[src/logic/mvd_macros.svh]
`ifndef MVD_MACROS_SVH
`define MVD_MACROS_SVH

// ========================================
// image geometry
// ========================================

// square reference image, pixels per side
`define MVD_IMG_DIM 16
// square matching block, pixels per side
`define MVD_BLK_DIM 8
`define MVD_PIX_W 8
// L0 and L1
`define MVD_NUM_IMG 2

// one request is L0 x, L0 y, L1 x, L1 y
`define MVD_MV_BEATS 4

`endif

[src/logic/mvdPkg.sv]
`default_nettype none

`include "mvd_macros.svh"

package mvdPkg;

    typedef logic [`MVD_PIX_W-1:0] pixel_t;

    // a whole image row, column 0 in the low byte
    typedef logic [`MVD_IMG_DIM*`MVD_PIX_W-1:0] rowWord_t;

    typedef logic [$clog2(`MVD_IMG_DIM)-1:0] coord_t;

    // image select on top, row below
    typedef logic [$clog2(`MVD_NUM_IMG)+$clog2(`MVD_IMG_DIM)-1:0] rowAddr_t;

    // eight block pixels, block column 0 in the low byte
    typedef logic [`MVD_BLK_DIM*`MVD_PIX_W-1:0] blockRow_t;

    // worst case is every pixel differing by full scale
    typedef logic [$clog2(`MVD_BLK_DIM*`MVD_BLK_DIM*((1<<`MVD_PIX_W)-1)+1)-1:0] sad_t;

    typedef enum logic [1:0] {IDLE, FETCH, DRAIN} fetchState_t;

endpackage

`default_nettype wire

[src/logic/imageBuffer.sv]
`timescale 1ns/1ps
`default_nettype none

`include "mvd_macros.svh"

module imageBuffer (
    input  wire                   clk,
    input  wire                   rst_n,
    input  wire                   inValid,
    input  wire mvdPkg::pixel_t   inData,
    input  wire                   rdEn,
    input  wire mvdPkg::rowAddr_t rdAddr,
    output mvdPkg::rowWord_t      rdRow
);
    import mvdPkg::*;

    localparam int colW = $clog2(`MVD_IMG_DIM);
    localparam int loadCntW = $bits(rowAddr_t) + colW;
    localparam int depth = 2 ** $bits(rowAddr_t);

    logic [loadCntW-1:0] loadCnt;
    rowWord_t            rowAsm;
    rowWord_t            rowNext;
    logic                rowEnd;
    rowWord_t            mem [0:depth-1];

    // raster position of the next pixel, wraps after both images
    always_ff @(posedge clk or negedge rst_n) begin
        if (!rst_n) begin
            loadCnt <= '0;
        end else if (inValid) begin
            loadCnt <= loadCnt + 1'b1;
        end
    end

    // newest pixel enters at the top, so column 0 ends up in the low byte
    assign rowNext = {inData, rowAsm[$bits(rowWord_t)-1:`MVD_PIX_W]};
    assign rowEnd = inValid && (&loadCnt[colW-1:0]);

    always_ff @(posedge clk) begin
        if (inValid) begin
            rowAsm <= rowNext;
        end
    end

    // ========================================
    // row memory, one cycle read latency
    // ========================================
    always_ff @(posedge clk) begin
        if (rowEnd) begin
            mem[loadCnt[loadCntW-1:colW]] <= rowNext;
        end
        if (rdEn) begin
            rdRow <= mem[rdAddr];
        end
    end

endmodule

`default_nettype wire

[config.mk]
export PLATFORM = sky130hd
export DESIGN_NAME = imageBuffer
export DESIGN_NICKNAME = d
export VERILOG_FILES = /design/src/logic/mvdPkg.sv /design/src/logic/imageBuffer.sv
export VERILOG_INCLUDE_DIRS = /design/src /design/src/logic
export SDC_FILE = /design/constraint.sdc
export NUM_CORES = 2
export LEC_CHECK = 0
export ABC_AREA = 1
export BUFFER_PORTS_ARGS = -buffer_cell sky130_fd_sc_hd__buf_2
export CORE_MARGIN = 2
export CORE_UTILIZATION = 25
export CTS_CLUSTER_SIZE = 16
export DETAILED_ROUTE_END_ITERATION = 10
export PLACE_DENSITY = 0.48
export SYNTH_ARGS = -nofsm -noshare
export SYNTH_HDL_FRONTEND = slang
export SYNTH_SLANG_ARGS = --single-unit
export TNS_END_PERCENT = 30
[constraint.sdc]
create_clock -name clk -period 31.7 [get_ports clk]
set_clock_uncertainty 0.15 [all_clocks]
set_input_delay 3.17 -clock clk [delete_from_list [all_inputs] [get_ports clk]]
set_output_delay 3.17 -clock clk [all_outputs]
set_load 0.01 [all_outputs]
==> results.yml <==
hold_path:
  hold_path_class: "reg2reg"
  min_path_cells: 0
cts:
  cts_tree: "built"
  clkLatencyLatePin_ns: 1.04
  cts.hold.buffers_added: 0
  post_cts_resized: 0
  cts-root-buf: "clkbuf_16"
  cts_inserted_buffers: 431
  cts_max_level: 5
  postCtsSetupBuffers: 0
  clock_sinks: 4353
  cts.path.max_buffers: 4
  clk_pin_slew_ns: 0.06
die:
  top_level_ports: 145
  fp.coreArea_sq_um: 681000
  dieArea_sq_um: 691000
  die_y_um: 831
  initial_core_util_pct: 25.1
  rows: 303
  fp.dieW_um: 831
timing:
  period_share_pct: 24.4
  timing.hold.ws_ns: 0.345
  slew_violations: 0
  finalSetupTns_ns: 0
  max_freq_mhz: 129
  finalCriticalPeriod_ns: 7.74
  timing.final.hold_violations: 0
  worstMarginPinSlew_ns: 1.29
  slew-limit-headroom_pct: 13.7
  setup_violations: 0
  rsz0062_at_grt: "no"
synthesis:
  synthTopCellsByArea: "edfxtp_1 (76%), nand3_1 (11%), nand2_1 (9.3%)"
  post_synth.cell_area_avg_sq_um: 12.8
  syn_inst: 13400
  synth_top_area_share_pct: 76.3
  ys_ff_latch: 4353
  synth_cell_types: 19
  yosys_warnings: 0
  synth_top_cell_by_area: "edfxtp_1"
  synth_seq_area_share_pct: 76.4
  syn_nets: 13400
  synth_area_sq_um: 171000
setup_path:
  crit_required_ns: 32.42
  critPathMaxFanout: 119
  r2r_slack_ns: 26.72
  setup.worst_path.end: "rdRow[79]$_DFFE_PP_"
  critPathArrivalTime_ns: 8.46
  r2r-start: "loadCnt[0]$_DFFE_PN0P_"
  reg2reg_to: "mem[9][105]$_DFFE_PP_"
  reg2reg_depth: 8
  critPathKind: "in2reg"
  critPathCaptureType: "flip-flop"
  cp-start-kind: "primary input"
  cp-startpoint: "rdAddr[0]"
placement:
  place_hpwl_um: 252000
  gp_congestion: 0.731
  port-buffer-count: 144
finish:
  drive_gt1_share_pct: 7.43
  area_growth_pct: 13.7
  nets: 13300
drt:
  drc: 0
  wl_um: 549000
  firstDrtPassIters: 6
  dr.first_iter.drc_count: 10700
  wl_per_cell_um: 24.2
  vias: 106000
  antenna_left: 0
  vias_per_cell: 4.68
global_route:
  antenna_found_initial: 36
  grt.overflow.total: 0
  grt_max_degree: 188
  grt_pass1_vias: 102000
  grt_usage_pct: 15.2
  grt_first_pass_wirelength_um: 778000
run:
  maxCapViolations: 0
pwr:
  vdd_ir_drop_max_mv: 0.0499
  pwr_density_cell_nw_per_um2: 62.9
  p_leak_nw: 65.5
run_status:
  outcome: "finished, final reports clean"
how the worst min path moves through the flow:
stage	start	to	slack, ns
floorplan	loadCnt[3]$_DFFE_PN0P_	loadCnt[3]$_DFFE_PN0P_	0.31
global placement	rowAsm[115]$_DFFE_PP_	mem[4][107]$_DFFE_PP_	0.31
detailed placement	rowAsm[115]$_DFFE_PP_	mem[5][107]$_DFFE_PP_	0.32
CTS	rowAsm[115]$_DFFE_PP_	mem[4][107]$_DFFE_PP_	0.34
global route	rowAsm[115]$_DFFE_PP_	mem[4][107]$_DFFE_PP_	0.35
finish	rowAsm[115]$_DFFE_PP_	mem[4][107]$_DFFE_PP_	0.35
cell usage after synthesis, drive strengths merged:
cell    count
nand2    4241
edfxtp   4344
o21ai       1
xor2        6
clkbuf    146
dfrtp       9
ha          1
inv        19
nand3    3848
nor3        4
nor2       31
buf       735
nand4       1
area by class of cell:
cell class | instances | area [sq um]
Antenna cell | 11 | 27.5
Clock buffer | 534 | 11300
Clock inverter | 249 | 2400
Fill cell | 68900 | 487000
Inverter | 19 | 126
Multi-Input combinational cell | 8133 | 35600
Sequential cell | 4353 | 131000
Tap cell | 8997 | 11300
Timing Repair Buffer | 388 | 2980
sequential cells by signal (all words and copies together) (netlist names):
register,flops
rowAsm,120
mem,4096
rdRow,128
loadCnt,9
power by group:
part	switching (mW)	internal, mW	leakage, nW
Sequential	0.0960	6.41	39.3
Clock	2.25	2.83	6.64
Combinational	0.486	0.153	19.5
Total	2.83	9.39	65.5
metrics by stage:
stage	instances	worst slack, ns	util [%]	area [sq um]	power [mW]
global route	22700	23.62	28.5	194000	12.6
floorplan	13400	18.51	-	171000	6.98
global placement	21900	22.97	26.5	181000	7.28
detailed placement	21900	23.03	26.5	181000	7.28
finish	22700	23.96	28.5	194000	12.2
CTS	22700	24.11	28.5	194000	12.3
worst max-delay path: stages:
cell and delay (ns):
buf_12 0.45, buf_4 0.78, buf_4 0.84, buf_4 0.73, buf_4 0.67, buf_4 0.72, nand2_1 0.13, nand3_1 0.12
nand3_1 0.10, nand3_1 0.14, nand3_1 0.11, nand2_1 0.10
cells in the final DEF, fill, tap and decap left out:
| master | count |
|---|---|
| nor3_2 | 2 |
| clkinv_4 | 6 |
| inv_8 | 3 |
| xor2_1 | 6 |
| clkbuf_1 | 98 |
| inv_16 | 6 |
| nand4_1 | 1 |
| bufinv_16 | 37 |
| buf_12 | 29 |
| buf_8 | 6 |
| nand3_1 | 3848 |
| clkinv_8 | 8 |
| nor2_1 | 1 |
| clkinv_1 | 94 |
| nand2_1 | 4241 |
| nor3_1 | 2 |
| diode_2 | 11 |
| inv_1 | 14 |
| clkinvlp_4 | 17 |
| ha_1 | 1 |
| clkinv_16 | 4 |
| o21ai_0 | 1 |
| dfrtp_1 | 9 |
| clkbuf_16 | 436 |
| inv_6 | 8 |
| buf_4 | 216 |
| buf_2 | 137 |
| edfxtp_1 | 4344 |
| clkinv_2 | 71 |
| nor2_4 | 30 |
cells by family (layout without fill, tap and decap cells):
group	count (synthesis)	after routing	synth area share, %
AND/OR/NAND/NOR	8125	8125	20.7
flip-flops	4353	4353	76.4
buffers and inverters	900	1190	2.87
XOR/XNOR	6	6	0.0307
adder cells (fa/ha/maj)	1	1	0.00732
AO/OA/AOI/OAI	1	1	0.00292
other	0	11	0
metal layers:
layer / vias up / track usage (%) / wire length [um]
li1: 47900 / - / -
met1: 54300 / 21.1 / 243000
met2: 3202 / 25.9 / 266000
met3: 642 / 1.49 / 27200
met4: 2 / 3.39 / 12200
met5: - / 0 / 13
Note: power is estimated with default switching activity, not from simulation.
