### src/logic/mvd_macros.svh
`ifndef MVD_MACROS_SVH
`define MVD_MACROS_SVH

// ========================================
// image geometry
// ========================================

// square reference image, pixels per side
`define MVD_IMG_DIM 16
// square matching block, pixels per side
`define MVD_BLK_DIM 8
`define MVD_PIX_W 8
// L0 and L1
`define MVD_NUM_IMG 2

// one request is L0 x, L0 y, L1 x, L1 y
`define MVD_MV_BEATS 4

`endif

### src/logic/mvdPkg.sv
`default_nettype none

`include "mvd_macros.svh"

package mvdPkg;

    typedef logic [`MVD_PIX_W-1:0] pixel_t;

    // a whole image row, column 0 in the low byte
    typedef logic [`MVD_IMG_DIM*`MVD_PIX_W-1:0] rowWord_t;

    typedef logic [$clog2(`MVD_IMG_DIM)-1:0] coord_t;

    // image select on top, row below
    typedef logic [$clog2(`MVD_NUM_IMG)+$clog2(`MVD_IMG_DIM)-1:0] rowAddr_t;

    // eight block pixels, block column 0 in the low byte
    typedef logic [`MVD_BLK_DIM*`MVD_PIX_W-1:0] blockRow_t;

    // worst case is every pixel differing by full scale
    typedef logic [$clog2(`MVD_BLK_DIM*`MVD_BLK_DIM*((1<<`MVD_PIX_W)-1)+1)-1:0] sad_t;

    typedef enum logic [1:0] {IDLE, FETCH, DRAIN} fetchState_t;

endpackage

`default_nettype wire

### src/logic/blockFetch.sv
`timescale 1ns/1ps
`default_nettype none

`include "mvd_macros.svh"

module blockFetch (
    input  wire                   clk,
    input  wire                   rst_n,
    input  wire                   mvReady,
    input  wire mvdPkg::coord_t   l0X,
    input  wire mvdPkg::coord_t   l0Y,
    input  wire mvdPkg::coord_t   l1X,
    input  wire mvdPkg::coord_t   l1Y,
    output logic                  rdEn,
    output mvdPkg::rowAddr_t      rdAddr,
    input  wire mvdPkg::rowWord_t rdRow,
    output logic                  rowValid,
    output logic                  rowIsL1,
    output mvdPkg::blockRow_t     rowPix
);
    import mvdPkg::*;

    localparam int idxW = $clog2(`MVD_BLK_DIM);
    localparam int cntW = idxW + 1;
    localparam logic [cntW-1:0] lastRead = cntW'(2 * `MVD_BLK_DIM - 1);
    localparam coord_t maxCoord = coord_t'(`MVD_IMG_DIM - 1);

    fetchState_t     state;
    logic [cntW-1:0] readCnt;
    logic            readIsL1;
    logic [idxW-1:0] readRow;
    coord_t          originX;
    coord_t          originY;
    coord_t          xD;

    // origin plus offset, held at the last pixel of the image
    function automatic coord_t clampAdd(input coord_t base, input logic [idxW-1:0] offset);
        logic [$bits(coord_t):0] total;
        total = base + offset;
        return (total > maxCoord) ? maxCoord : coord_t'(total);
    endfunction

    // ========================================
    // read sequencer
    // ========================================

    // first read goes out in the mvReady cycle itself
    assign rdEn = (state == FETCH) || (state == IDLE && mvReady);

    always_ff @(posedge clk or negedge rst_n) begin
        if (!rst_n) begin
            state   <= IDLE;
            readCnt <= '0;
        end else begin
            if (rdEn) begin
                readCnt <= readCnt + 1'b1;
            end
            case (state)
                IDLE:    if (mvReady) state <= FETCH;
                FETCH:   if (readCnt == lastRead) state <= DRAIN;
                // last row still on its way back
                DRAIN:   state <= IDLE;
                default: state <= IDLE;
            endcase
        end
    end

    // even reads are L0, odd reads L1 of the same block row
    assign readIsL1 = readCnt[0];
    assign readRow = readCnt[cntW-1:1];
    assign originX = readIsL1 ? l1X : l0X;
    assign originY = readIsL1 ? l1Y : l0Y;
    assign rdAddr = {readIsL1, clampAdd(originY, readRow)};

    // ========================================
    // column select on returned word
    // ========================================
    always_ff @(posedge clk or negedge rst_n) begin
        if (!rst_n) begin
            rowValid <= 1'b0;
            rowIsL1  <= 1'b0;
        end else begin
            rowValid <= rdEn;
            rowIsL1  <= readIsL1;
        end
    end

    // x origin travels alongside the read
    always_ff @(posedge clk) begin
        if (rdEn) begin
            xD <= originX;
        end
    end

    // clamped columns replicate the right edge pixel
    for (genvar i = 0; i < `MVD_BLK_DIM; i++) begin : gPix
        coord_t col;
        assign col = clampAdd(xD, idxW'(i));
        assign rowPix[i*`MVD_PIX_W +: `MVD_PIX_W] = rdRow[col*`MVD_PIX_W +: `MVD_PIX_W];
    end

endmodule

`default_nettype wire

### config.mk
export PLATFORM = sky130hd
export DESIGN_NAME = blockFetch
export DESIGN_NICKNAME = d
export VERILOG_FILES = /design/src/logic/mvdPkg.sv /design/src/logic/blockFetch.sv
export VERILOG_INCLUDE_DIRS = /design/src /design/src/logic
export SDC_FILE = /design/constraint.sdc
export NUM_CORES = 1
export LEC_CHECK = 0
export BUFFER_PORTS_ARGS = -buffer_cell sky130_fd_sc_hd__buf_2
export CORE_MARGIN = 4
export CORE_UTILIZATION = 25
export CTS_CLUSTER_DIAMETER = 50
export DETAILED_ROUTE_END_ITERATION = 12
export PLACE_DENSITY = 0.44
export SKIP_CTS_REPAIR_TIMING = 1
export SYNTH_ARGS = -nofsm -noshare
export SYNTH_HDL_FRONTEND = slang
export SYNTH_SLANG_ARGS = --single-unit
### constraint.sdc
create_clock -name clk -period 4.1 [get_ports clk]
set_input_delay 0.205 -clock clk [delete_from_list [all_inputs] [get_ports clk]]
set_output_delay 0.205 -clock clk [all_outputs]
set_load 0.02 [all_outputs]
==> results summary <==
Yosys instantiated no cell more often than sky130_fd_sc_hd__nand2_1. Across every metal layer, demand over resource in global routing totals 0.245. Of the cells placed in the final design, the portion with a size suffix greater than 1 is 0.350. The share of the core filled with cells in the final layout is 0.299. The initialized floorplan defines 71 standard-cell rows.

The die covers 41200 um^2. Summing every instance area after synthesis gives 9510 um^2. The number of warnings issued by yosys is 0. Setup total negative slack on the finished layout was measured at 0 ps. The clock slew at the register clock pins of the worst setup and hold paths came out at 40 ps. The count of nets left with antenna violations once routing finished came out at 0. The number of inserted diodes is 0. The post-detailed-route DRC marker count came out at 0. The sequential element share of the synthesized area came out at 0.0337. The number of distinct standard cells referenced by the synthesized netlist came out at 78. The post-detailed-route wirelength per cell is 29.1 um. Setup repair after global routing left no endpoint under its margin. The post-synthesis average cell area is 8.25 um^2. The clock tree from TritonCTS is yes.

After detailed routing, the number of vias per cell comes to 6.28. The core region is 37600 um^2. For this run, the leading register cell type out of synthesis is sky130_fd_sc_hd__dfrtp_1. The worst setup path is captured at a primary output.

The class of the most critical setup path is reg2out. The remaining max-slew budget at the tightest pin is 0.106. The number of failing hold endpoints at the final stage is 0. Sorting the synthesized cells by area gives the leading types as sky130_fd_sc_hd__mux4_2 29%, sky130_fd_sc_hd__mux2i_1 8.6%, sky130_fd_sc_hd__nand2_1 6.8%. The final HPWL from detailed placement came out at 39800 um. The library cell occupying the most area in the post-synthesis netlist is sky130_fd_sc_hd__mux4_2. The total number of clock tree sinks is 12. The time the worst path needs with I/O delays and setup is 3670 ps.

The clock insertion delay at the later pin of the skew report came out at 240 ps. 219 I/O pins were placed. The number of pins with negative max-slew slack in the final report came out at 0. The proportion of register bits with asynchronous set or reset after synthesis came out at 0.667. The total via count in the routed design is 11400. The initial DRC count is 1335. The relative area change from synthesis to final layout is 18.1%. The worst setup path is launched from a flop. The H-tree depth reported by CTS came out at 1. The number of antenna violations at the first check in global routing is 1. Between clock sinks in the finished design, the worst skew comes to 3.72 ps.

The first global-routing pass estimated 77400 um of wire. The data required time at the worst endpoint came out at 3890 ps. The cell sitting at the root of the clock tree is a sky130_fd_sc_hd__clkbuf_16. The net count of the mapped netlist came out at 1320. The number of buffers added on ports came out at 218. The total grt overflow came out at 0. The flow ran to the end, and the final reports show no timing, DRC or antenna violations. Yosys mapped a number of flops with a built-in enable equal to 4.

The measured slew at the worst slew-check pin is 1330 ps. The final RePlAce weighted congestion is 0.939. Clock tree synthesis inserted a total of 3 buffers. The arrival time at the worst endpoint came out at 3470 ps. Entering global routing, the biggest net connects 108 pins. In this run the worst hold path is classified as in2reg.

Derived from the worst setup path, the maximum achievable clock frequency is 272 MHz. The number of nets at the end of the flow came out at 1478. The floorplan step set the die height to 203 um. Synthesis produced 1153 cells. The commonest cells after synthesis are 172 x sky130_fd_sc_hd__nand2_1, 123 x sky130_fd_sc_hd__mux4_2, 88 x sky130_fd_sc_hd__a21oi_1, 82 x sky130_fd_sc_hd__mux2i_1, 64 x sky130_fd_sc_hd__o21ai_0. The clock passes through at most 2 buffers. The share of synthesized area in the top cell type comes to 0.291. The number of max-cap violations came out at 0.

The starting density of the core came out at 0.253. Setup violations remaining at the end of the flow were counted as 0. The share of the cycle needed by the critical path after routing came out at 0.896. The number of global-route vias before repair came out at 11100. For this run, the detailed router's first-pass iteration total came to 5. The number of storage elements in the synthesis netlist came out at 12. Of all nets on the critical path, the largest fanout is 107. The floorplan step set the die width to 203 um.

The routed design has 53000 um of wire.
[final cells by class]
type | count | area, um^2
clock buffer | 3 | 75.1
clock inverter | 1 | 3.75
fill | 4121 | 26300
inverter | 12 | 45.0
multi-input combinational | 1009 | 8590
sequential | 12 | 320
tap | 511 | 639
timing repair buffer | 273 | 1560
[registers in the layout, summed over array words and instances, names as in the netlist]
register and cells:
state 2, readCnt 4, rowValid 1, rowIsL1 1, xD 4
[stage by stage]
stage / instances / hold slack (ps) / setup slack (ps) / instance area (um^2)
after floorplan: 1153 / -90.6 / 465 / 9510
after global placement: 1816 / 62.6 / 738 / 11100
after detailed placement: 1816 / 57.4 / 674 / 11100
after CTS: 1820 / -196 / 429 / 11200
after global routing: 1821 / 296 / 127 / 11200
final: 1821 / 291 / 428 / 11200
[critical path, cell delays in order (launching register included)]
cell and delay, ps:
sky130_fd_sc_hd__edfxtp_1 420, sky130_fd_sc_hd__buf_12 410, sky130_fd_sc_hd__ha_1 310, sky130_fd_sc_hd__xnor2_2 140
sky130_fd_sc_hd__o21ai_2 850, sky130_fd_sc_hd__a211oi_1 90, sky130_fd_sc_hd__a211oi_1 260, sky130_fd_sc_hd__a21oi_1 70
sky130_fd_sc_hd__a221oi_1 380, sky130_fd_sc_hd__buf_2 230
[logic make-up after synthesis]
kind of cell	after synthesis	share of synthesized area
AOI/OAI and AO/OA	419	0.297
and+or+nand+nor	329	0.156
muxes	232	0.410
buffers and inverters	132	0.0674
adders and majority gates	20	0.0271
DFF	12	0.0337
xor gates and xnor gates	9	0.00908
[cells in the final DEF (no fill, tap or decap), drive strengths merged, types with 9 or more instances in the layout]
| master | netlist | routed |
|---|---|---|
| a221oi | 10 | 10 |
| a21oi | 88 | 88 |
| o211ai | 16 | 16 |
| nand3 | 18 | 18 |
| o21ai | 65 | 65 |
| a211oi | 45 | 45 |
| o221ai | 10 | 10 |
| nor3 | 15 | 15 |
| a22oi | 41 | 41 |
| a311oi | 20 | 20 |
| nand2 | 173 | 173 |
| buf | 68 | 272 |
| ha | 19 | 19 |
| nor2b | 28 | 28 |
| mux2i | 82 | 82 |
| inv | 12 | 12 |
| mux4 | 123 | 123 |
| a31oi | 25 | 25 |
| mux2 | 27 | 27 |
| nor2 | 58 | 58 |
| o22ai | 41 | 41 |
| and2 | 9 | 9 |
[final timing paths]
kind                       slack, ps  cells past startpoint    endpoint  startpoint
min in group asynchronous        340                      2    state[0]       rst_n
hold reg to reg                  430                      1    state[1]    state[1]
hold / removal                   290                      2       xD[3]      l0X[3]
setup / recovery                 430                      9  rowPix[18]       xD[1]
max in group asynchronous       3590                      2  readCnt[3]       rst_n
setup reg to reg                2700                      5  readCnt[3]    state[0]
[per-layer routing]
metal | vias to the layer above | track usage | wire length, um
met3 | 127 | 0.0331 | 4350
met5 | - | 0 | 11
met1 | 5610 | 0.325 | 21100
met2 | 746 | 0.406 | 24900
li1 | 4957 | - | -
met4 | 2 | 0.100 | 2670
Power is left out: the tool's default activity adds up to more than one toggle a clock period on the data nets, which glitch-free logic cannot reach.
