$ cat src/logic/mvd_macros.svh
`ifndef MVD_MACROS_SVH
`define MVD_MACROS_SVH

// ========================================
// image geometry
// ========================================

// square reference image, pixels per side
`define MVD_IMG_DIM 16
// square matching block, pixels per side
`define MVD_BLK_DIM 8
`define MVD_PIX_W 8
// L0 and L1
`define MVD_NUM_IMG 2

// one request is L0 x, L0 y, L1 x, L1 y
`define MVD_MV_BEATS 4

`endif

$ cat src/logic/mvdPkg.sv
`default_nettype none

`include "mvd_macros.svh"

package mvdPkg;

    typedef logic [`MVD_PIX_W-1:0] pixel_t;

    // a whole image row, column 0 in the low byte
    typedef logic [`MVD_IMG_DIM*`MVD_PIX_W-1:0] rowWord_t;

    typedef logic [$clog2(`MVD_IMG_DIM)-1:0] coord_t;

    // image select on top, row below
    typedef logic [$clog2(`MVD_NUM_IMG)+$clog2(`MVD_IMG_DIM)-1:0] rowAddr_t;

    // eight block pixels, block column 0 in the low byte
    typedef logic [`MVD_BLK_DIM*`MVD_PIX_W-1:0] blockRow_t;

    // worst case is every pixel differing by full scale
    typedef logic [$clog2(`MVD_BLK_DIM*`MVD_BLK_DIM*((1<<`MVD_PIX_W)-1)+1)-1:0] sad_t;

    typedef enum logic [1:0] {IDLE, FETCH, DRAIN} fetchState_t;

endpackage

`default_nettype wire

$ cat src/logic/sadAccum.sv
`timescale 1ns/1ps
`default_nettype none

`include "mvd_macros.svh"

module sadAccum (
    input  wire                    clk,
    input  wire                    rst_n,
    input  wire                    rowValid,
    input  wire                    rowIsL1,
    input  wire mvdPkg::blockRow_t rowPix,
    output logic                   outValid,
    output mvdPkg::sad_t           outSad
);
    import mvdPkg::*;

    blockRow_t                       l0Row;
    sad_t                            runSum;
    sad_t                            pairSad;
    logic [$clog2(`MVD_BLK_DIM)-1:0] pairCnt;
    logic                            pairIn;
    logic                            lastPair;

    // sum of |a - b| over one row pair
    function automatic sad_t rowSad(input blockRow_t a, input blockRow_t b);
        sad_t   acc;
        pixel_t pa;
        pixel_t pb;
        acc = '0;
        for (int i = 0; i < `MVD_BLK_DIM; i++) begin
            pa = a[i*`MVD_PIX_W +: `MVD_PIX_W];
            pb = b[i*`MVD_PIX_W +: `MVD_PIX_W];
            acc = acc + ((pa > pb) ? sad_t'(pa - pb) : sad_t'(pb - pa));
        end
        return acc;
    endfunction

    assign pairIn = rowValid && rowIsL1;
    assign pairSad = rowSad(l0Row, rowPix);

    // L0 row waits one cycle for its L1 partner
    always_ff @(posedge clk) begin
        if (rowValid && !rowIsL1) begin
            l0Row <= rowPix;
        end
        if (lastPair) begin
            outSad <= runSum;
        end
    end

    always_ff @(posedge clk or negedge rst_n) begin
        if (!rst_n) begin
            runSum   <= '0;
            pairCnt  <= '0;
            lastPair <= 1'b0;
            outValid <= 1'b0;
        end else begin
            lastPair <= pairIn && (&pairCnt);
            outValid <= lastPair;
            // clear once the block result is taken
            if (lastPair) begin
                runSum <= '0;
            end else if (pairIn) begin
                runSum  <= runSum + pairSad;
                pairCnt <= pairCnt + 1'b1;
            end
        end
    end

endmodule

`default_nettype wire

$ cat config.mk
export PLATFORM = sky130hd
export DESIGN_NAME = sadAccum
export DESIGN_NICKNAME = d
export VERILOG_FILES = /design/src/logic/mvdPkg.sv /design/src/logic/sadAccum.sv
export VERILOG_INCLUDE_DIRS = /design/src /design/src/logic
export SDC_FILE = /design/constraint.sdc
export NUM_CORES = 1
export LEC_CHECK = 0
export ABC_AREA = 1
export BUFFER_PORTS_ARGS = -buffer_cell sky130_fd_sc_hd__buf_2
export CORE_UTILIZATION = 45
export DETAILED_ROUTE_END_ITERATION = 8
export GPL_ROUTABILITY_DRIVEN = 0
export MAX_ROUTING_LAYER = met4
export PLACE_DENSITY = 0.64
export SYNTH_ARGS = -nofsm -noshare
export SYNTH_HDL_FRONTEND = slang
export SYNTH_SLANG_ARGS = --single-unit
export TNS_END_PERCENT = 5
$ cat constraint.sdc
create_clock -name clk -period 15.7 [get_ports clk]
set_input_delay 2.355 -clock clk [delete_from_list [all_inputs] [get_ports clk]]
set_output_delay 2.355 -clock clk [all_outputs]
set_load 0.02 [all_outputs]
==> results of run 1 <==
==> layout make-up <==
| class | count | area, sq um |
|---|---|---|
| Tap cell | 330 | 413 |
| Inverter | 335 | 1270 |
| Clock inverter | 5 | 45.0 |
| Fill cell | 2432 | 12700 |
| Clock buffer | 11 | 254 |
| Sequential cell | 97 | 2820 |
| Multi-Input combinational cell | 923 | 7420 |
| Timing Repair Buffer | 83 | 418 |
==> final timing paths <==
path / slack [ps] / endpoint / startpoint / cells after the start
min in group asynchronous: 1930 / outValid / rst_n / 1
setup reg to reg: 9810 / runSum[13] / l0Row[42] / 25
setup / recovery: 8080 / runSum[13] / rowPix[42] / 27
hold reg to reg: 460 / outSad[0] / runSum[0] / 0
hold / removal: 460 / outSad[0] / runSum[0] / 0
max in group asynchronous: 13450 / runSum[1] / rst_n / 1
==> placed cells by master (no fill, tap or decap), types with 39 or more instances in the layout <==
| master | synthesis | routed |
|---|---|---|
| fa_1 | 92 | 92 |
| o21ai_0 | 50 | 50 |
| buf_2 | 10 | 82 |
| inv_1 | 325 | 325 |
| a21oi_1 | 103 | 103 |
| nand3_1 | 47 | 47 |
| nor2_1 | 40 | 39 |
| xor2_1 | 45 | 45 |
| edfxtp_1 | 78 | 78 |
| nand2_1 | 227 | 227 |
| ha_1 | 144 | 144 |
==> worst register-to-register path, stage by stage (launching register included) <==
cell and delay (ps):
edfxtp_1 390, ha_1 450, nand2_1 130, o21ai_2 180
a21boi_2 90, o21ai_2 160, a21o_1 130, nand2_1 220
inv_4 160, nand2_1 60, o21ai_1 120, fa_1 510
fa_1 780, fa_1 490, fa_1 510, inv_1 40
ha_1 370, inv_1 80, o21ai_0 260, a31oi_1 150
nand3_1 120, nand3_1 100, nand2_1 80, nand2_1 50
nand3_1 70, nand2_1 60
==> kinds of logic after synthesis <==
logic type               count (synthesis)
AND/OR/NAND/NOR                        367
buffers and inverters                  363
adder cells (fa/ha/maj)                236
AO/OA/AOI/OAI                          245
XOR/XNOR                                70
flip-flops                              97
multiplexers                             5
==> metal layers <==
metal | routed length (um) | vias up | GRT usage, %
met5 | 0 | - | -
met4 | 273 | 0 | 4.84
met3 | 661 | 21 | 2.08
met2 | 11700 | 142 | 34.0
met1 | 12100 | 4132 | 27.4
li1 | - | 4492 | -
==> through the flow <==
| step | worst slack, ps | hold WS, ps | instances |
|---|---|---|---|
| CTS | 8110 | 470 | 1784 |
| finish | 8080 | 465 | 1784 |
| floorplan | 8410 | 425 | 1383 |
| global placement | 7810 | 431 | 1768 |
| global route | 7670 | 485 | 1784 |
| detailed placement | 7710 | 441 | 1768 |
==> registers in the layout, summed over array words and instances, names as in the netlist <==
signal and count:
l0Row 64, outSad 14, runSum 14, pairCnt 3
lastPair 1, outValid 1
==> flow_summary_export.csv, run 1 <==
group,metric,value,unit
yosys,yosys_warnings,0,
yosys,yosys-top-cells-area,"edfxtp_1 20%, fa_1 16%, ha_1 15%",
place,place_hpwl,20.6,mm
detailed_routing,avgRoutedWirePerCell,13.9,um
global_route,grt_pass1_wl,42.8,mm
sta,clock_skew,12.9,ps
place,post_dp_cell_area,12300,sq um
setup_path,cp_slowest_stage_delay,780,ps
sta,rsz0062_at_grt,"false",
clocking,cts-root-buf,"clkbuf_16",
sta,tns,0,ps
clocking,cts_num_sinks,97,
detailed_routing,first_pass_iters,5,
yosys,yosysMostFrequentCell,"inv_1",
detailed_routing,routed_via_density,4.93,
clocking,clock_latency,360,ps
run,max_cap_violations,0,
yosys,synth_compound_area_share,12.5,%
die,rows,58,
die,die_width,163,um
clocking,cts_resized,0,
die,die_h,163,um
finish,fin_area,12600,sq um
die,ios,83,
detailed_routing,vias,8787,
sta,fin_crit_sh,48.5,%
yosys,synth-seq-cells,97,
setup_path,start_kind,"input port",
sta,max-slew-margin-rel,37.6,%
die,core,25300,sq um
yosys,yosysTopAreaCellShare,20.0,%
yosys,synth_commonest_cells,"325 x inv_1, 227 x nand2_1, 144 x ha_1, 103 x a21oi_1, 92 x fa_1",
setup_path,cp_common_cell,"nand2_1",
place,io_buffers,82,
yosys,synth.distinct_cells,51,
yosys,synth_fa_ha_area_share,31.1,%
yosys,synth_top_family_by_area,"adder cells",
clocking,cts_tree,"done",
yosys,synth-simple-area-share,14.1,%
yosys,syn_area_per_cell,8.46,sq um
setup_path,cp_num_buf_inv,5,
sta,fmax,0.131,GHz
finish,antenna_cells,0,
finish,area_growth,7.99,%
yosys,synthXorXnorAreaFrac,5.24,%
finish,final_nets,1753,
sta,drv_slew,0,
global_route,grt_usage,20.7,%
yosys,synthFlopType,"edfxtp_1",
detailed_routing,drt-total-wl,24.7,mm
sta,tightest_slew,932,ps
sta,finalHoldViolations,0,
hold_path,hold_path_class,"flop to flop",
clocking,clkTransAtPathRegs,80,ps
clocking,post_cts_buffers,0,
setup_path,path_class,"input port to flop",
setup_path,cp_max_fo,11,
clocking,cts.htree.levels,3,
global_route,grt_pass1_vias,8878,
clocking,numCtsBuffers,9,
clocking,hold_buffers,0,
sta,min_period,7620,ps
global_route,gr-total-overflow,0,
detailed_routing,ant_nets,0,
finish,drive_gt1_share,12.0,%
detailed_routing,drc,0,
setup_path,cp_slowest_cell,"fa_1",
die,die_area,26600,sq um
yosys,synth_fp_nets,1687,
yosys,synth_top_area_cell,"edfxtp_1",
yosys,synth_edf_count,78,
finish,post-route-util,49.9,%
setup_path,crit_arrival,7870,ps
clocking,cts_max_path_buffers,2,
sta,finalSetupViolCount,0,
yosys,async_reset_ff_share,19.6,%
global_route,grt_max_degree,65,
yosys,synthMuxAreaShare,0.428,%
global_route,antenna_found_initial,0,
yosys,synth_cells,1383,
setup_path,cp_data_required_time,15950,ps
detailed_routing,initialDrtViolationCount,398,
setup_path,cp-end-kind,"flop",
setup_path,critPathTopFamily,"adder cells",
die,initial_core_util,46.2,%
yosys,seq_area_frac_synth,24.1,%
yosys,synth_area,11700,sq um
run_status,outcome,"finished clean",
Power of run 1 is left out: the tool's default activity adds up to more than one toggle a clock period on the data nets, which glitch-free logic cannot reach.
==> run 2: changes to the inputs <==
--- a/config.mk
+++ b/config.mk
@@ -12,7 +12,7 @@
 export DETAILED_ROUTE_END_ITERATION = 8
 export GPL_ROUTABILITY_DRIVEN = 0
 export MAX_ROUTING_LAYER = met4
-export PLACE_DENSITY = 0.64
+export PLACE_DENSITY = 0.67
 export SYNTH_ARGS = -nofsm -noshare
 export SYNTH_HDL_FRONTEND = slang
 export SYNTH_SLANG_ARGS = --single-unit
==> constraint.sdc (replaced) <==
create_clock -name clk -period 6.3 [get_ports clk]
set_input_delay 0.945 -clock clk [delete_from_list [all_inputs] [get_ports clk]]
set_output_delay 0.945 -clock clk [all_outputs]
set_load 0.02 [all_outputs]
==> run 2 against run 1 <==
Against the previous run: flip-flop and latch count did not move; register-to-register slack lost 9200 ps; final cell count increased by 4.4%; non-clock buffer count increased by 79; design area grew 4.6%; die area unchanged; critical path depth increased by 1; global-route usage rose by 0.65 points; count of clock-buffer cells in the layout unchanged; critical path type unchanged; critical endpoint is now runSum[11]; largest cell class unchanged.
==> flow_summary_export.csv, run 2 (synthesized netlist as in run 1, its figures left out) <==
group,metric,value,unit
die,die_width,163,um
die,rows,58,
die,ios,83,
clocking,clock_latency,360,ps
die,die_area,26600,sq um
setup_path,regToRegSetupSlack,660,ps
setup_path,path_class,"input port to flop",
setup_path,worst_r2r_startpoint,"l0Row[18]",
sta,finalHoldViolations,0,
clocking,numCtsBuffers,9,
sta,max-slew-margin-rel,38.9,%
global_route,grt_max_degree,36,
sta,finalWorstSetupSlack,357,ps
setup_path,cp_data_required_time,6560,ps
setup_path,reg2reg_to,"runSum[11]",
global_route,grt_usage,21.3,%
setup_path,reg2reg_depth,24,
clocking,cts_num_sinks,97,
hold_path,hold_depth,0,
clocking,cts.htree.levels,3,
sta,finalSetupViolCount,0,
finish,fin_area,13200,sq um
die,die_h,163,um
run,max_cap_violations,0,
sta,tightest_slew,915,ps
finish,largest_register_ffs,64,
finish,final_common_cell,"inv_1",
finish,final_nets,1832,
detailed_routing,drt-total-wl,25.7,mm
clocking,cts-root-buf,"clkbuf_16",
detailed_routing,routed_via_density,4.88,
setup_path,cp_max_fo,8,
finish,layout_common_cells,"325 x inv_1, 227 x nand2_1, 144 x ha_1",
sta,min_period,5940,ps
place,post_dp_cell_area,12900,sq um
finish,antenna_cells,0,
detailed_routing,initialDrtViolationCount,596,
detailed_routing,vias,9097,
detailed_routing,first_pass_iters,5,
sta,fmax,0.168,GHz
hold_path,hold_path_end,"outSad[12]",
clocking,cts_tree,"done",
global_route,grt_pass1_wl,44.0,mm
detailed_routing,avgRoutedWirePerCell,13.8,um
hold_path,min_from,"runSum[12]",
place,place_hpwl,21.6,mm
finish,top_regs,"l0Row: 64 flops, outSad: 14 flops, runSum: 14 flops",
place,io_buffers,82,
finish,fillers,2354,
sta,whs,471,ps
die,initial_core_util,46.2,%
setup_path,cp-end-kind,"flop",
global_route,grt_pass1_vias,9187,
place,dpl_worst_slack,-218,ps
place,place_inst,1847,
global_route,antenna_found_initial,0,
sta,fin_crit_sh,94.3,%
sta,drv_slew,0,
setup_path,crit_arrival,6200,ps
finish,area_growth,12.9,%
finish,layoutNonFillerInstCount,1863,
detailed_routing,drc,0,
clocking,cts_max_path_buffers,2,
hold_path,hold_path_class,"flop to flop",
run_status,outcome,"finished clean",
finish,regMostFlops,"l0Row",
sta,rsz0062_at_grt,"false",
finish,drive_gt1_share,16.6,%
detailed_routing,ant_nets,0,
clocking,clkTransAtPathRegs,80,ps
global_route,gr-total-overflow,0,
setup_path,start_kind,"input port",
die,core,25300,sq um
sta,clock_skew,7.50,ps
-- run 2: layer usage --
layer,vias up,global-route usage (%),wire [um],share of wire [%]
met2,168,35.6,12300,48
met3,14,2.44,894,3.5
met5,-,-,0,0
li1,4652,-,-,-
met1,4263,28.1,12400,48
met4,0,3.74,182,0.71
-- run 2: cell type report --
type / instances / area [sq um] / area share (%)
tap: 330 / 413 / 3.13
sequential: 97 / 2820 / 21.3
multi-input combinational: 923 / 7430 / 56.2
timing repair buffer: 162 / 1010 / 7.65
inverter: 335 / 1270 / 9.62
clock inverter: 5 / 38.8 / 0.294
clock buffer: 11 / 233 / 1.76
-- run 2: worst max-delay path by stage --
stage / start / end / slack [ps] / cells past startpoint
after floorplan: rowPix[18] / runSum[11] / 420 / 29
after global placement: rowPix[18] / runSum[11] / -40 / 29
after detailed placement: rowPix[18] / runSum[11] / -220 / 28
after CTS: rowPix[18] / runSum[11] / 130 / 28
after global routing: rowPix[42] / runSum[11] / 2 / 28
final: rowPix[42] / runSum[11] / 360 / 28
-- run 2: what timing repair did --
item                                    4_1_cts  5_1_grt
setup buffers                                 0        0
resized for setup                             0        3
endpoints found under the setup margin        0        7
hold buffers                                  0        0
-- run 2: metrics by stage --
stage | TNS (ps) | util [%]
2_1_floorplan | 0 | -
3_3_place_gp | -35.5 | 51.0
3_5_place_dp | -243 | 51.0
4_1_cts | 0 | 52.1
5_1_grt | 0 | 52.2
6_report | 0 | 52.2
-- run 2: critical path, stage by stage --
cell	delay, ps
buf_2	110
inv_1	40
ha_1	340
nand2_1	110
o21ai_2	200
a21boi_2	110
o21ai_2	150
a21o_1	130
nand2_1	180
buf_4	210
o21ai_1	120
inv_1	80
fa_1	540
inv_1	50
fa_1	480
fa_1	500
inv_1	60
fa_1	550
inv_1	50
ha_1	270
nand3_1	60
nand2_1	130
a21boi_1	90
o21ai_1	200
a31oi_1	130
or2_1	220
nand3_1	70
nand2_1	50
Power of run 2 is left out for the same reason.
