==> src/logic/mvd_macros.svh <==
`ifndef MVD_MACROS_SVH
`define MVD_MACROS_SVH

// ========================================
// image geometry
// ========================================

// square reference image, pixels per side
`define MVD_IMG_DIM 16
// square matching block, pixels per side
`define MVD_BLK_DIM 8
`define MVD_PIX_W 8
// L0 and L1
`define MVD_NUM_IMG 2

// one request is L0 x, L0 y, L1 x, L1 y
`define MVD_MV_BEATS 4

`endif

==> src/logic/mvdPkg.sv <==
`default_nettype none

`include "mvd_macros.svh"

package mvdPkg;

    typedef logic [`MVD_PIX_W-1:0] pixel_t;

    // a whole image row, column 0 in the low byte
    typedef logic [`MVD_IMG_DIM*`MVD_PIX_W-1:0] rowWord_t;

    typedef logic [$clog2(`MVD_IMG_DIM)-1:0] coord_t;

    // image select on top, row below
    typedef logic [$clog2(`MVD_NUM_IMG)+$clog2(`MVD_IMG_DIM)-1:0] rowAddr_t;

    // eight block pixels, block column 0 in the low byte
    typedef logic [`MVD_BLK_DIM*`MVD_PIX_W-1:0] blockRow_t;

    // worst case is every pixel differing by full scale
    typedef logic [$clog2(`MVD_BLK_DIM*`MVD_BLK_DIM*((1<<`MVD_PIX_W)-1)+1)-1:0] sad_t;

    typedef enum logic [1:0] {IDLE, FETCH, DRAIN} fetchState_t;

endpackage

`default_nettype wire

==> src/logic/mvCapture.sv <==
`timescale 1ns/1ps
`default_nettype none

`include "mvd_macros.svh"

module mvCapture (
    input  wire                 clk,
    input  wire                 rst_n,
    input  wire                 inValid2,
    input  wire mvdPkg::coord_t inCoord,
    output logic                mvReady,
    output mvdPkg::coord_t      l0X,
    output mvdPkg::coord_t      l0Y,
    output mvdPkg::coord_t      l1X,
    output mvdPkg::coord_t      l1Y
);
    import mvdPkg::*;

    localparam int beatW = $clog2(`MVD_MV_BEATS);

    logic [beatW-1:0] beatCnt;
    logic             lastBeat;

    assign lastBeat = inValid2 && (beatCnt == beatW'(`MVD_MV_BEATS - 1));

    // counter wraps on its own after the last beat
    always_ff @(posedge clk or negedge rst_n) begin
        if (!rst_n) begin
            beatCnt <= '0;
            mvReady <= 1'b0;
        end else begin
            mvReady <= lastBeat;
            if (inValid2) begin
                beatCnt <= beatCnt + 1'b1;
            end
        end
    end

    // steer beat into its origin
    always_ff @(posedge clk) begin
        if (inValid2) begin
            case (beatCnt)
                2'd0:    l0X <= inCoord;
                2'd1:    l0Y <= inCoord;
                2'd2:    l1X <= inCoord;
                default: l1Y <= inCoord;
            endcase
        end
    end

endmodule

`default_nettype wire

==> config.mk <==
export PLATFORM = sky130hd
export DESIGN_NAME = mvCapture
export DESIGN_NICKNAME = d
export VERILOG_FILES = /design/src/logic/mvdPkg.sv /design/src/logic/mvCapture.sv
export VERILOG_INCLUDE_DIRS = /design/src /design/src/logic
export SDC_FILE = /design/constraint.sdc
export NUM_CORES = 1
export LEC_CHECK = 0
export ABC_CLOCK_PERIOD_IN_PS = 1180
export BUFFER_PORTS_ARGS = -buffer_cell sky130_fd_sc_hd__buf_2
export CORE_ASPECT_RATIO = 1.4
export CORE_MARGIN = 2
export CORE_UTILIZATION = 33
export CTS_BUF_LIST = sky130_fd_sc_hd__clkbuf_2 sky130_fd_sc_hd__clkbuf_4 sky130_fd_sc_hd__clkbuf_8
export DETAILED_ROUTE_END_ITERATION = 6
export GPL_TIMING_DRIVEN = 0
export PLACE_DENSITY_LB_ADDON = 0.25
export RECOVER_POWER = 25
export SLEW_MARGIN = 10
export SYNTH_ARGS = -nofsm -noshare
export SYNTH_HDL_FRONTEND = slang
export SYNTH_SLANG_ARGS = --single-unit
export TNS_END_PERCENT = 30
==> constraint.sdc <==
create_clock -name clk -period 1.18 [get_ports clk]
set_input_delay 0.118 -clock clk [delete_from_list [all_inputs] [get_ports clk]]
set_output_delay 0.118 -clock clk [all_outputs]
set_load 0.005 [all_outputs]
==> qor.csv, run 1 <==
stage,metric,value,unit
outcome,status,finished clean,
placed_design,place_ws,0.0164,ns
critical_path,end_kind,flip-flop,
critical_path,critPathRequiredTime,1.36,ns
placed_design,dp.cells,75,
sta,finalClockSkew,0.00333,ns
clocking,cts.sinks,19,
clocking,cts.clk_slew.worst_paths,0.10,ns
power_and_ir_drop,worst_ir_drop_vdd,871,uV
clocking,clock_path_buffers,2,
sta,report.final.hold_viol_count,0,
global_routing,grt_util_all_layers,8.98,%
placed_design,buffer_ports.inserted,23,
logic_synthesis,synth.yosys.seq_area_share,83.3,%
critical_path,crit_chain,"inv_1, ha_1, mux2_4",
power_and_ir_drop,power.leakage,0.000361,uW
finish,drive_above_1_share,50.0,%
sta,max_slew_vio_count,0,
routing,via_count,352,
finish,final_cells,81,
power_and_ir_drop,p_sw,420,uW
sta,f_max,875,MHz
logic_synthesis,synthCells,31,
die,ios,24,
routing,drt-initial-drc-count,5,
critical_path,worstPathArrival,1.32,ns
clocking,h_tree_level_count,1,
sta,rsz0062_at_grt,no,
die,dieArea,2400,um^2
critical_path,startpoint_type,flip-flop,
global_routing,grt-ovfl-total,0,
logic_synthesis,syn-cell-area,667,um^2
clocking,tritoncts,done,
critical_path,critPathSlowestCell,dfrtp_1,
die,floorplan.initialDensity,34.6,%
flow_run,max-cap-violations,0,
logic_synthesis,yosys_warning_count,0,
finish,final.fill_count,172,
worst_hold_path,min_path_type,in2reg,
critical_path,setup.worst_path.class,reg2reg,
logic_synthesis,post_synth.cell_area_avg,21.5,um^2
power_and_ir_drop,clock_power_share,18.9,%
routing,total_iterations_of_the_first_detailed_routing_run,2,
logic_synthesis,synth.ff_latch_count,19,
clocking,insertion_delay,0.28,ns
placed_design,post-dp-hpwl,836,um
power_and_ir_drop,p_seq_share,58.2,%
sta,final.period_utilization,96.8,%
placed_design,gpl.final_weighted_congestion,0.674,
global_routing,antenna_found_initial,0,
logic_synthesis,synth_top_area_cell,edfxtp_1,
finish,n_antenna_cell,0,
sta,timing.max_slew.rel_slack,86.9,%
power_and_ir_drop,share_comb_of_total_power,22.9,%
sta,setup_violations,0,
critical_path,worst_path_largest_cell_delay,0.40,ns
finish,design.final.nets,72,
sta,period_needed,1.14,ns
clocking,tritoncts.num_buffers,3,
finish,layout-area-overhead-vs-synth,27.6,%
global_routing,grt_pass1_vias,356,
critical_path,critical_path.max_fanout,4,
logic_synthesis,postSynthNetCount,42,
routing,drt-vias-per-instance,4.35,
sta,worstMarginPinSlew,0.197,ns
finish,layout.cells.most_common,buf_2,
global_routing,pin_count_of_the_biggest_net_entering_global_routing,12,
routing,route.detailed.drc,0,
routing,drt.antenna.violating_nets,0,
finish,most-common-layout-cells,"buf_2, edfxtp_1, ha_1, clkbuf_1",
power_and_ir_drop,p_total,1630,uW
sta,setup_total_negative_slack,0,ns
power_and_ir_drop,power_per_cell_area,1920,nW/um^2
power_and_ir_drop,sw_frac_of_total,25.8,%
logic_synthesis,yosys-top-cells-area,"edfxtp_1, dfrtp_1, ha_1",
logic_synthesis,post-synth-top-area-fraction,72.0,%
clocking,clockRootBuffer,clkbuf_4,
routing,detail_route.wl_per_cell,12.5,um
logic_synthesis,synth_cell_types,7,
power_and_ir_drop,intPower,1210,uW
die,floorplan.rows,19,
sta,worst_slack,0.0372,ns
die,floorplan.die.height,57.2,um
routing,final_wirelength,1.01,mm
die,dieWidth,42.0,um
global_routing,wire_length_of_the_first_global_routing_pass,1.59,mm
die,floorplan.core_area,1930,um^2
[worst max-delay path, delay by kind of cell (launching register included)]
| kind | cells | cell delay, ns |
|---|---|---|
| fa+ha+maj | 1 | 0.29 |
| buf+inv | 1 | 0.08 |
| flops | 1 | 0.40 |
| mux | 1 | 0.26 |
[state kept, by name, indices dropped and copies added (netlist names)]
name / cells
mvReady: 1
beatCnt: 2
l1X: 4
l0Y: 4
l1Y: 4
l0X: 4
[power by group through the flow]
stage | combinational (uW) | sequential (uW) | clock (uW)
finish | 374 | 948 | 308
global route | 422 | 963 | 352
CTS | 371 | 948 | 324
detailed placement | 334 | 968 | 0
global placement | 322 | 965 | 0
floorplan | 172 | 972 | 0
[cells in the mapped netlist]
library cell,number
ha_1,4
xor2_1,1
mux2_4,1
edfxtp_1,16
dfrtp_1,3
and2_2,4
inv_1,2
[metal layers]
layer	part of all wire, %	vias to the layer above	global-route usage, %	routed length [um]
li1	-	168	-	-
met1	35	170	9.43	356
met2	58	12	16.5	587
met3	5.9	2	2.22	60
met4	0.59	0	4.15	6
met5	0	-	0	0
[per-stage QoR]
stage | hold WS [ns] | util [%] | cell area, um^2
floorplan | -0.178 | - | 667
global placement | -0.0852 | 42.0 | 808
detailed placement | -0.0839 | 42.0 | 808
CTS | 0.0491 | 44.3 | 853
global route | 0.0692 | 44.2 | 851
finish | 0.0902 | 44.2 | 851
[cells by family after synthesis]
family        Yosys count  synth area share (%)
flops                  19                  83.3
fa+ha+maj               4                  7.50
simple gates            4                  4.50
xor+xnor                1                  1.31
buf+inv                 2                  1.13
mux                     1                  2.25
[path summary, 6_finish.rpt]
| path | from | to | slack, ns | cells past startpoint |
|---|---|---|---|---|
| worst min register to register | beatCnt[0] | beatCnt[0] | 0.61 | 2 |
| worst max register to register | beatCnt[0] | beatCnt[1] | 0.04 | 3 |
| min in group asynchronous | rst_n | beatCnt[0] | 0.14 | 2 |
| worst max-delay path | beatCnt[0] | beatCnt[1] | 0.04 | 3 |
| worst min-delay path | inValid2 | beatCnt[0] | 0.09 | 2 |
| max in group asynchronous | rst_n | mvReady | 0.93 | 2 |
[area by class of cell]
| class | count | area, um^2 | share of cell area (%) |
|---|---|---|---|
| Clock buffer | 3 | 22.5 | 2.65 |
| Tap cell | 21 | 26.3 | 3.09 |
| Timing Repair Buffer | 25 | 128 | 15.0 |
| Inverter | 2 | 7.51 | 0.882 |
| Sequential cell | 19 | 556 | 65.3 |
| Clock inverter | 1 | 5.00 | 0.588 |
| Multi-Input combinational cell | 10 | 106 | 12.5 |
[timing repair]
action                                 4_1_cts  5_1_grt
resized for setup                            0        3
hold buffers                                 1        0
endpoints found under the hold margin        3        0
setup buffers                                1        0
setup endpoints to repair                    1       11
Power figures use the tool's default switching activity.
==> run 2, diff against run 1 <==
- CTS_CLUSTER_SIZE: default -> 12
- HOLD_SLACK_MARGIN: default -> 0.06
- SETUP_SLACK_MARGIN: default -> 0.1
==> run 2 against run 1 <==
Compared with the run above: sequential power is 0.9% higher; clock power rose by 4%; largest power group unchanged; non-clock buffer count up 6; worst setup slack improved by 0.013 ns; global-route usage grew 1.6 points; register-to-register slack hardly changed; highest routed layer unchanged; count of clock-buffer cells in the layout stayed put; final cell count grew 7.4%; critical path depth unchanged; utilization up 4.4 points; sequential cell count unchanged; first-iteration DRC count grew 40%.
==> qor.csv, run 2 (synthesized netlist as in run 1, its figures left out) <==
stage,metric,value,unit,change
clocking,clockRootBuffer,clkbuf_4,,unchanged
sta,rsz0062_at_grt,yes,,was no
power_and_ir_drop,share_comb_of_total_power,28.4,%,was 22.9%
finish,final_cells,87,,was 81
routing,total_iterations_of_the_first_detailed_routing_run,3,,was 2
die,ios,24,,unchanged
placed_design,dp.cells,75,,unchanged
critical_path,setup.worst_path.class,reg2reg,,unchanged
sta,setup_violations,0,,unchanged
power_and_ir_drop,sw_frac_of_total,27.2,%,was 25.8%
power_and_ir_drop,worst_ir_drop_vdd,882,uV,was 871 uV
sta,f_max,885,MHz,was 875 MHz
power_and_ir_drop,power.leakage,0.000384,uW,was 0.000361 uW
outcome,status,finished clean,,unchanged
power_and_ir_drop,power_per_cell_area,1900,nW/um^2,was 1920 nW/um^2
critical_path,worst-path-buf-inv,1,,unchanged
power_and_ir_drop,clock_power_share,17.9,%,was 18.9%
sta,report.final.hold_viol_count,0,,unchanged
finish,design.final.nets,78,,was 72
power_and_ir_drop,p_seq_share,53.7,%,was 58.2%
sta,worstMarginPinSlew,0.185,ns,was 0.197 ns
worst_hold_path,min_path_type,in2reg,,unchanged
power_and_ir_drop,p_sw,484,uW,was 420 uW
critical_path,path_delay_family,flip-flops,,unchanged
clocking,tritoncts,done,,unchanged
die,dieArea,2400,um^2,unchanged
critical_path,critical_path.max_fanout,4,,unchanged
sta,setup_total_negative_slack,0,ns,unchanged
clocking,tritoncts.num_buffers,3,,unchanged
global_routing,wire_length_of_the_first_global_routing_pass,1.78,mm,was 1.59 mm
sta,period_needed,1.13,ns,was 1.14 ns
routing,drt-initial-drc-count,7,,was 5
power_and_ir_drop,intPower,1300,uW,was 1210 uW
global_routing,antenna_found_initial,0,,unchanged
finish,layout-area-overhead-vs-synth,40.3,%,was 27.6%
global_routing,grt_util_all_layers,10.5,%,was 8.98%
routing,drt.antenna.violating_nets,0,,unchanged
finish,layout.cells.most_common,buf_2,,unchanged
finish,drive_above_1_share,56.1,%,was 50.0%
sta,max_slew_vio_count,0,,unchanged
critical_path,crit_chain,"buf_4, ha_4, and2_4",,"was inv_1, ha_1, mux2_4"
die,floorplan.die.height,57.2,um,unchanged
critical_path,startpoint_type,flip-flop,,unchanged
routing,final_wirelength,1.11,mm,was 1.01 mm
clocking,cts.clk_slew.worst_paths,0.10,ns,about the same
routing,via_count,377,,was 352
clocking,clock_path_buffers,2,,unchanged
sta,final.period_utilization,95.7,%,was 96.8%
placed_design,gpl.final_weighted_congestion,0.652,,was 0.674
finish,n_antenna_cell,0,,unchanged
global_routing,pin_count_of_the_biggest_net_entering_global_routing,12,,unchanged
power_and_ir_drop,p_total,1780,uW,was 1630 uW
placed_design,detailed_place.area,808,um^2,unchanged
sta,finalClockSkew,0.00167,ns,was 0.00333 ns
die,floorplan.initialDensity,34.6,%,unchanged
placed_design,buffer_ports.inserted,23,,unchanged
die,dieWidth,42.0,um,unchanged
critical_path,critPathSlowestCell,dfrtp_2,,was dfrtp_1
global_routing,grt_pass1_vias,395,,was 356
routing,route.detailed.drc,0,,unchanged
clocking,cts.sinks,19,,unchanged
routing,detail_route.wl_per_cell,12.7,um,was 12.5 um
critical_path,critPathRequiredTime,1.25,ns,was 1.36 ns
clocking,h_tree_level_count,1,,unchanged
die,floorplan.core_area,1930,um^2,unchanged
routing,drt-vias-per-instance,4.33,,was 4.35
finish,most-common-layout-cells,"buf_2, edfxtp_1, dlygate4sd3_1",,"was buf_2, edfxtp_1, ha_1, clkbuf_1"
critical_path,worst_path_largest_cell_delay,0.45,ns,was 0.40 ns
flow_run,max-cap-violations,0,,unchanged
critical_path,worstPathArrival,1.20,ns,was 1.32 ns
die,floorplan.rows,19,,unchanged
clocking,insertion_delay,0.29,ns,was 0.28 ns
finish,postLayoutCellArea,936,um^2,was 851 um^2
global_routing,grt-ovfl-total,0,,unchanged
critical_path,end_kind,flip-flop,,unchanged
sta,timing.max_slew.rel_slack,87.7,%,was 86.9%
run 2: changes by cell type in the layout (fill, tap and decap cells not counted), sizes merged:
cell	previous run	this run
dlygate4sd3	1	5
buf	20	22
run 2: cell type report:
type,count,area (um^2)
fillers,174,990
flip-flops and latches,19,557
repair buffers,31,183
multi-input cells,10,135
well taps,21,26.3
clock buffers,3,22.5
inverters,2,7.51
clock inverters,1,5.00
run 2: per-layer routing:
| metal | global-route usage, % | routed length (um) |
|---|---|---|
| met2 | 18.1 | 627 |
| met5 | 0 | 0 |
| met4 | 6.91 | 28 |
| met1 | 11.9 | 398 |
| met3 | 1.90 | 53 |
run 2: path summary, 6_finish.rpt:
path	startpoint	slack, ns	cells past startpoint	to
max	beatCnt[0]	0.05	3	l0Y[3]
max reg2reg	beatCnt[0]	0.05	3	l0Y[3]
min reg2reg	beatCnt[1]	0.61	1	beatCnt[1]
max in group asynchronous	rst_n	0.85	2	beatCnt[0]
min in group asynchronous	rst_n	0.16	2	mvReady
min	inValid2	0.08	2	beatCnt[0]
run 2: metrics by stage:
step	hold WS (ns)	setup WS [ns]	util (%)
3_5_place_dp	-0.0842	0.0321	42.0
3_3_place_gp	-0.0849	0.0378	42.0
4_1_cts	0.0776	0.0625	47.6
2_1_floorplan	-0.178	0.103	-
6_report	0.0775	0.0506	48.6
5_1_grt	0.0774	0.0169	48.6
run 2: worst register-to-register path, cell delays in order (launching register included):
cell	delay, ns
dfrtp_2	0.45
buf_4	0.15
ha_4	0.15
and2_4	0.17
run 2: power by group through the flow:
stage / Clock [uW] / Combinational (uW) / Sequential, uW
5_1_grt: 359 / 570 / 978
3_5_place_dp: 0 / 326 / 970
6_report: 319 / 505 / 957
3_3_place_gp: 0 / 322 / 965
4_1_cts: 329 / 451 / 957
2_1_floorplan: 0 / 172 / 972
run 2: repair_timing:
| item | 4_1_cts | 5_1_grt |
|---|---|---|
| setup endpoints to repair | 17 | 17 |
| hold endpoints to repair | 19 | 0 |
| resized for setup | 6 | 4 |
| setup buffers | 2 | 1 |
| hold buffers | 5 | 0 |
==> run 3, diff against run 2 <==
- CAP_MARGIN: default -> 20
- CORE_MARGIN: 2 -> 4
- CTS_BUF_LIST: sky130_fd_sc_hd__clkbuf_2 sky130_fd_sc_hd__clkbuf_4 sky130_fd_sc_hd__clkbuf_8 -> sky130_fd_sc_hd__clkbuf_8 sky130_fd_sc_hd__clkbuf_16
==> run 3 against run 2 <==
Compared with the run above: critical path depth unchanged; sequential share of layout area grew 2.5 points; worst setup slack worse by 0.015 ns; critical endpoint is now l1X[1]; clock power up 30%; highest routed layer unchanged.
==> qor.csv, run 3 (synthesized netlist as in run 1, its figures left out) <==
stage,metric,value,unit,change
routing,route.met3.wl,176,um,was 53 um
critical_path,end_kind,flip-flop,,unchanged
sta,f_max,874,MHz,was 885 MHz
finish,layout.area.seq,557,um^2,unchanged
clocking,cts.sinks,19,,unchanged
worst_hold_path,min_delay_path_depth,2,,unchanged
sta,report.final.hold_viol_count,0,,unchanged
critical_path,setup.worst_path.class,reg2reg,,unchanged
global_routing,antenna_found_initial,0,,unchanged
sta,finalClockSkew,0.00736,ns,was 0.00167 ns
sta,final.period_utilization,97.0,%,was 95.7%
critical_path,startpoint_type,flip-flop,,unchanged
routing,final_wirelength,1.05,mm,was 1.11 mm
power_and_ir_drop,power_per_cell_area,2040,nW/um^2,was 1900 nW/um^2
sta,max_slew_vio_count,0,,unchanged
placed_design,post-dp-hpwl,842,um,
sta,setup_total_negative_slack,0,ns,unchanged
sta,timing.hold.ws,0.131,ns,was 0.0775 ns
critical_path,critical_path.reg2reg.startpoint,beatCnt[0],,unchanged
die,floorplan.core_area,1950,um^2,was 1930 um^2
die,floorplan.rows,19,,unchanged
clocking,clockRootBuffer,clkbuf_8,,was clkbuf_4
routing,via_count,359,,was 377
critical_path,critical_path.max_fanout,4,,unchanged
die,floorplan.initialDensity,34.2,%,was 34.6%
routing,detail_route.wl_per_cell,12.7,um,about the same
power_and_ir_drop,intPower,1380,uW,was 1300 uW
global_routing,pin_count_of_the_biggest_net_entering_global_routing,12,,unchanged
power_and_ir_drop,p_total,1840,uW,was 1780 uW
placed_design,buffer_ports.inserted,23,,unchanged
sta,rsz0062_at_grt,yes,,unchanged
sta,timing.max_slew.rel_slack,86.5,%,was 87.7%
finish,layout.cells.most_common,buf_2,,unchanged
routing,drt.antenna.violating_nets,0,,unchanged
clocking,insertion_delay,0.25,ns,was 0.29 ns
power_and_ir_drop,worst_ir_drop_vdd,1050,uV,was 882 uV
critical_path,ff2ff_path_depth,3,,unchanged
routing,highest-signal-layer,met4,,unchanged
finish,most-common-layout-cells,"buf_2, edfxtp_1, clkbuf_1",,"was buf_2, edfxtp_1, dlygate4sd3_1"
worst_hold_path,min_to,beatCnt[0],,unchanged
clocking,h_tree_level_count,1,,unchanged
die,dieArea,2810,um^2,was 2400 um^2
critical_path,worstReg2RegEnd,l1X[1],,was l0Y[3]
global_routing,wire_length_of_the_first_global_routing_pass,1.62,mm,was 1.78 mm
finish,n_antenna_cell,0,,unchanged
die,dieWidth,46.0,um,was 42.0 um
routing,drt-vias-per-instance,4.33,,about the same
placed_design,gpl.final_weighted_congestion,0.681,,was 0.652
sta,worstMarginPinSlew,0.203,ns,was 0.185 ns
critical_path,worstPathArrival,1.10,ns,was 1.20 ns
power_and_ir_drop,sw_frac_of_total,24.9,%,was 27.2%
die,floorplan.die.height,61.2,um,was 57.2 um
power_and_ir_drop,power.leakage,0.000376,uW,was 0.000384 uW
finish,layout-area-overhead-vs-synth,34.7,%,was 40.3%
sta,setup_violations,0,,unchanged
worst_hold_path,min_path_type,in2reg,,unchanged
finish,post-route-util,46.1,%,was 48.6%
clocking,cts.clk_slew.worst_paths,0.07,ns,was 0.10 ns
finish,design.final.nets,74,,was 78
critical_path,regToRegSetupSlack,0.04,ns,was 0.05 ns
routing,routed-wl-met2,502,um,was 627 um
sta,period_needed,1.14,ns,was 1.13 ns
global_routing,grt_util_all_layers,8.14,%,was 10.5%
finish,drive_above_1_share,56.5,%,was 56.1%
global_routing,grt-ovfl-total,0,,unchanged
finish,final.fill_count,174,,unchanged
global_routing,grt_pass1_vias,365,,was 395
outcome,status,finished clean,,unchanged
die,ios,24,,unchanged
critical_path,critPathRequiredTime,1.14,ns,was 1.25 ns
power_and_ir_drop,p_seq_share,52.3,%,was 53.7%
power_and_ir_drop,p_sw,458,uW,was 484 uW
finish,multiInputGateArea,119,um^2,was 135 um^2
power_and_ir_drop,clock_power_share,22.6,%,was 17.9%
routing,total_iterations_of_the_first_detailed_routing_run,2,,was 3
flow_run,max-cap-violations,0,,unchanged
clocking,tritoncts,done,,unchanged
routing,route.detailed.drc,0,,unchanged
clocking,clock_path_buffers,2,,unchanged
routing,drt-met1-wl,362,um,was 398 um
power_and_ir_drop,share_comb_of_total_power,25.1,%,was 28.4%
worst_hold_path,worstHoldStart,inValid2,,unchanged
clocking,tritoncts.num_buffers,3,,unchanged
routing,drt-initial-drc-count,9,,was 7
## run 3: how the worst max path moves through the flow
| stage | to | from |
|---|---|---|
| 4_1_cts | l1X[1] | beatCnt[0] |
| 5_1_grt | l1X[1] | beatCnt[0] |
| 2_1_floorplan | l1X[0] | beatCnt[0] |
| 3_3_place_gp | l1X[2] | beatCnt[0] |
| 3_5_place_dp | l1X[1] | beatCnt[0] |
| 6_report | l1X[1] | beatCnt[0] |
## run 3: routing by layer
layer / track usage, % / vias up
met2: 14.0 / 23
met5: 0 / -
met3: 3.80 / 2
met1: 8.21 / 164
li1: - / 170
met4: 3.66 / 0
## run 3: cell type report
class / instances / area share, %
inverter: 2 / 0.836
timing repair buffer: 27 / 15.9
clock buffer: 3 / 4.60
sequential: 19 / 62.0
clock inverter: 1 / 0.557
tap: 21 / 2.92
multi-input combinational: 10 / 13.2
## run 3: metrics by stage
stage               instance area (um^2)  cells  setup WS [ns]
floorplan                            667     31          0.103
global placement                     808     75         0.0473
detailed placement                   808     75         0.0429
CTS                                  887     81         0.0530
global route                         898     83         0.0109
finish                               898     83         0.0352
## run 3: critical path, cell delays in order, from the launching register on
cell and delay [ns]:
dfrtp_2 0.44, inv_2 0.09, ha_1 0.16, and2_4 0.17
## run 3: repair_timing
item | in CTS | in global routing
resized for setup | 5 | 1
gates cloned | 0 | 0
pin swaps | 1 | 0
setup buffers | 1 | 2
endpoints found under the hold margin | 3 | 0
endpoints found under the setup margin | 13 | 17
hold buffers | 1 | 0
## run 3: power groups by stage
stage / registers, uW / logic [uW] / clock network, uW
6_report: 960 / 460 / 416
5_1_grt: 975 / 525 / 463
4_1_cts: 954 / 420 / 432
3_5_place_dp: 965 / 333 / 0
3_3_place_gp: 964 / 323 / 0
2_1_floorplan: 972 / 172 / 0
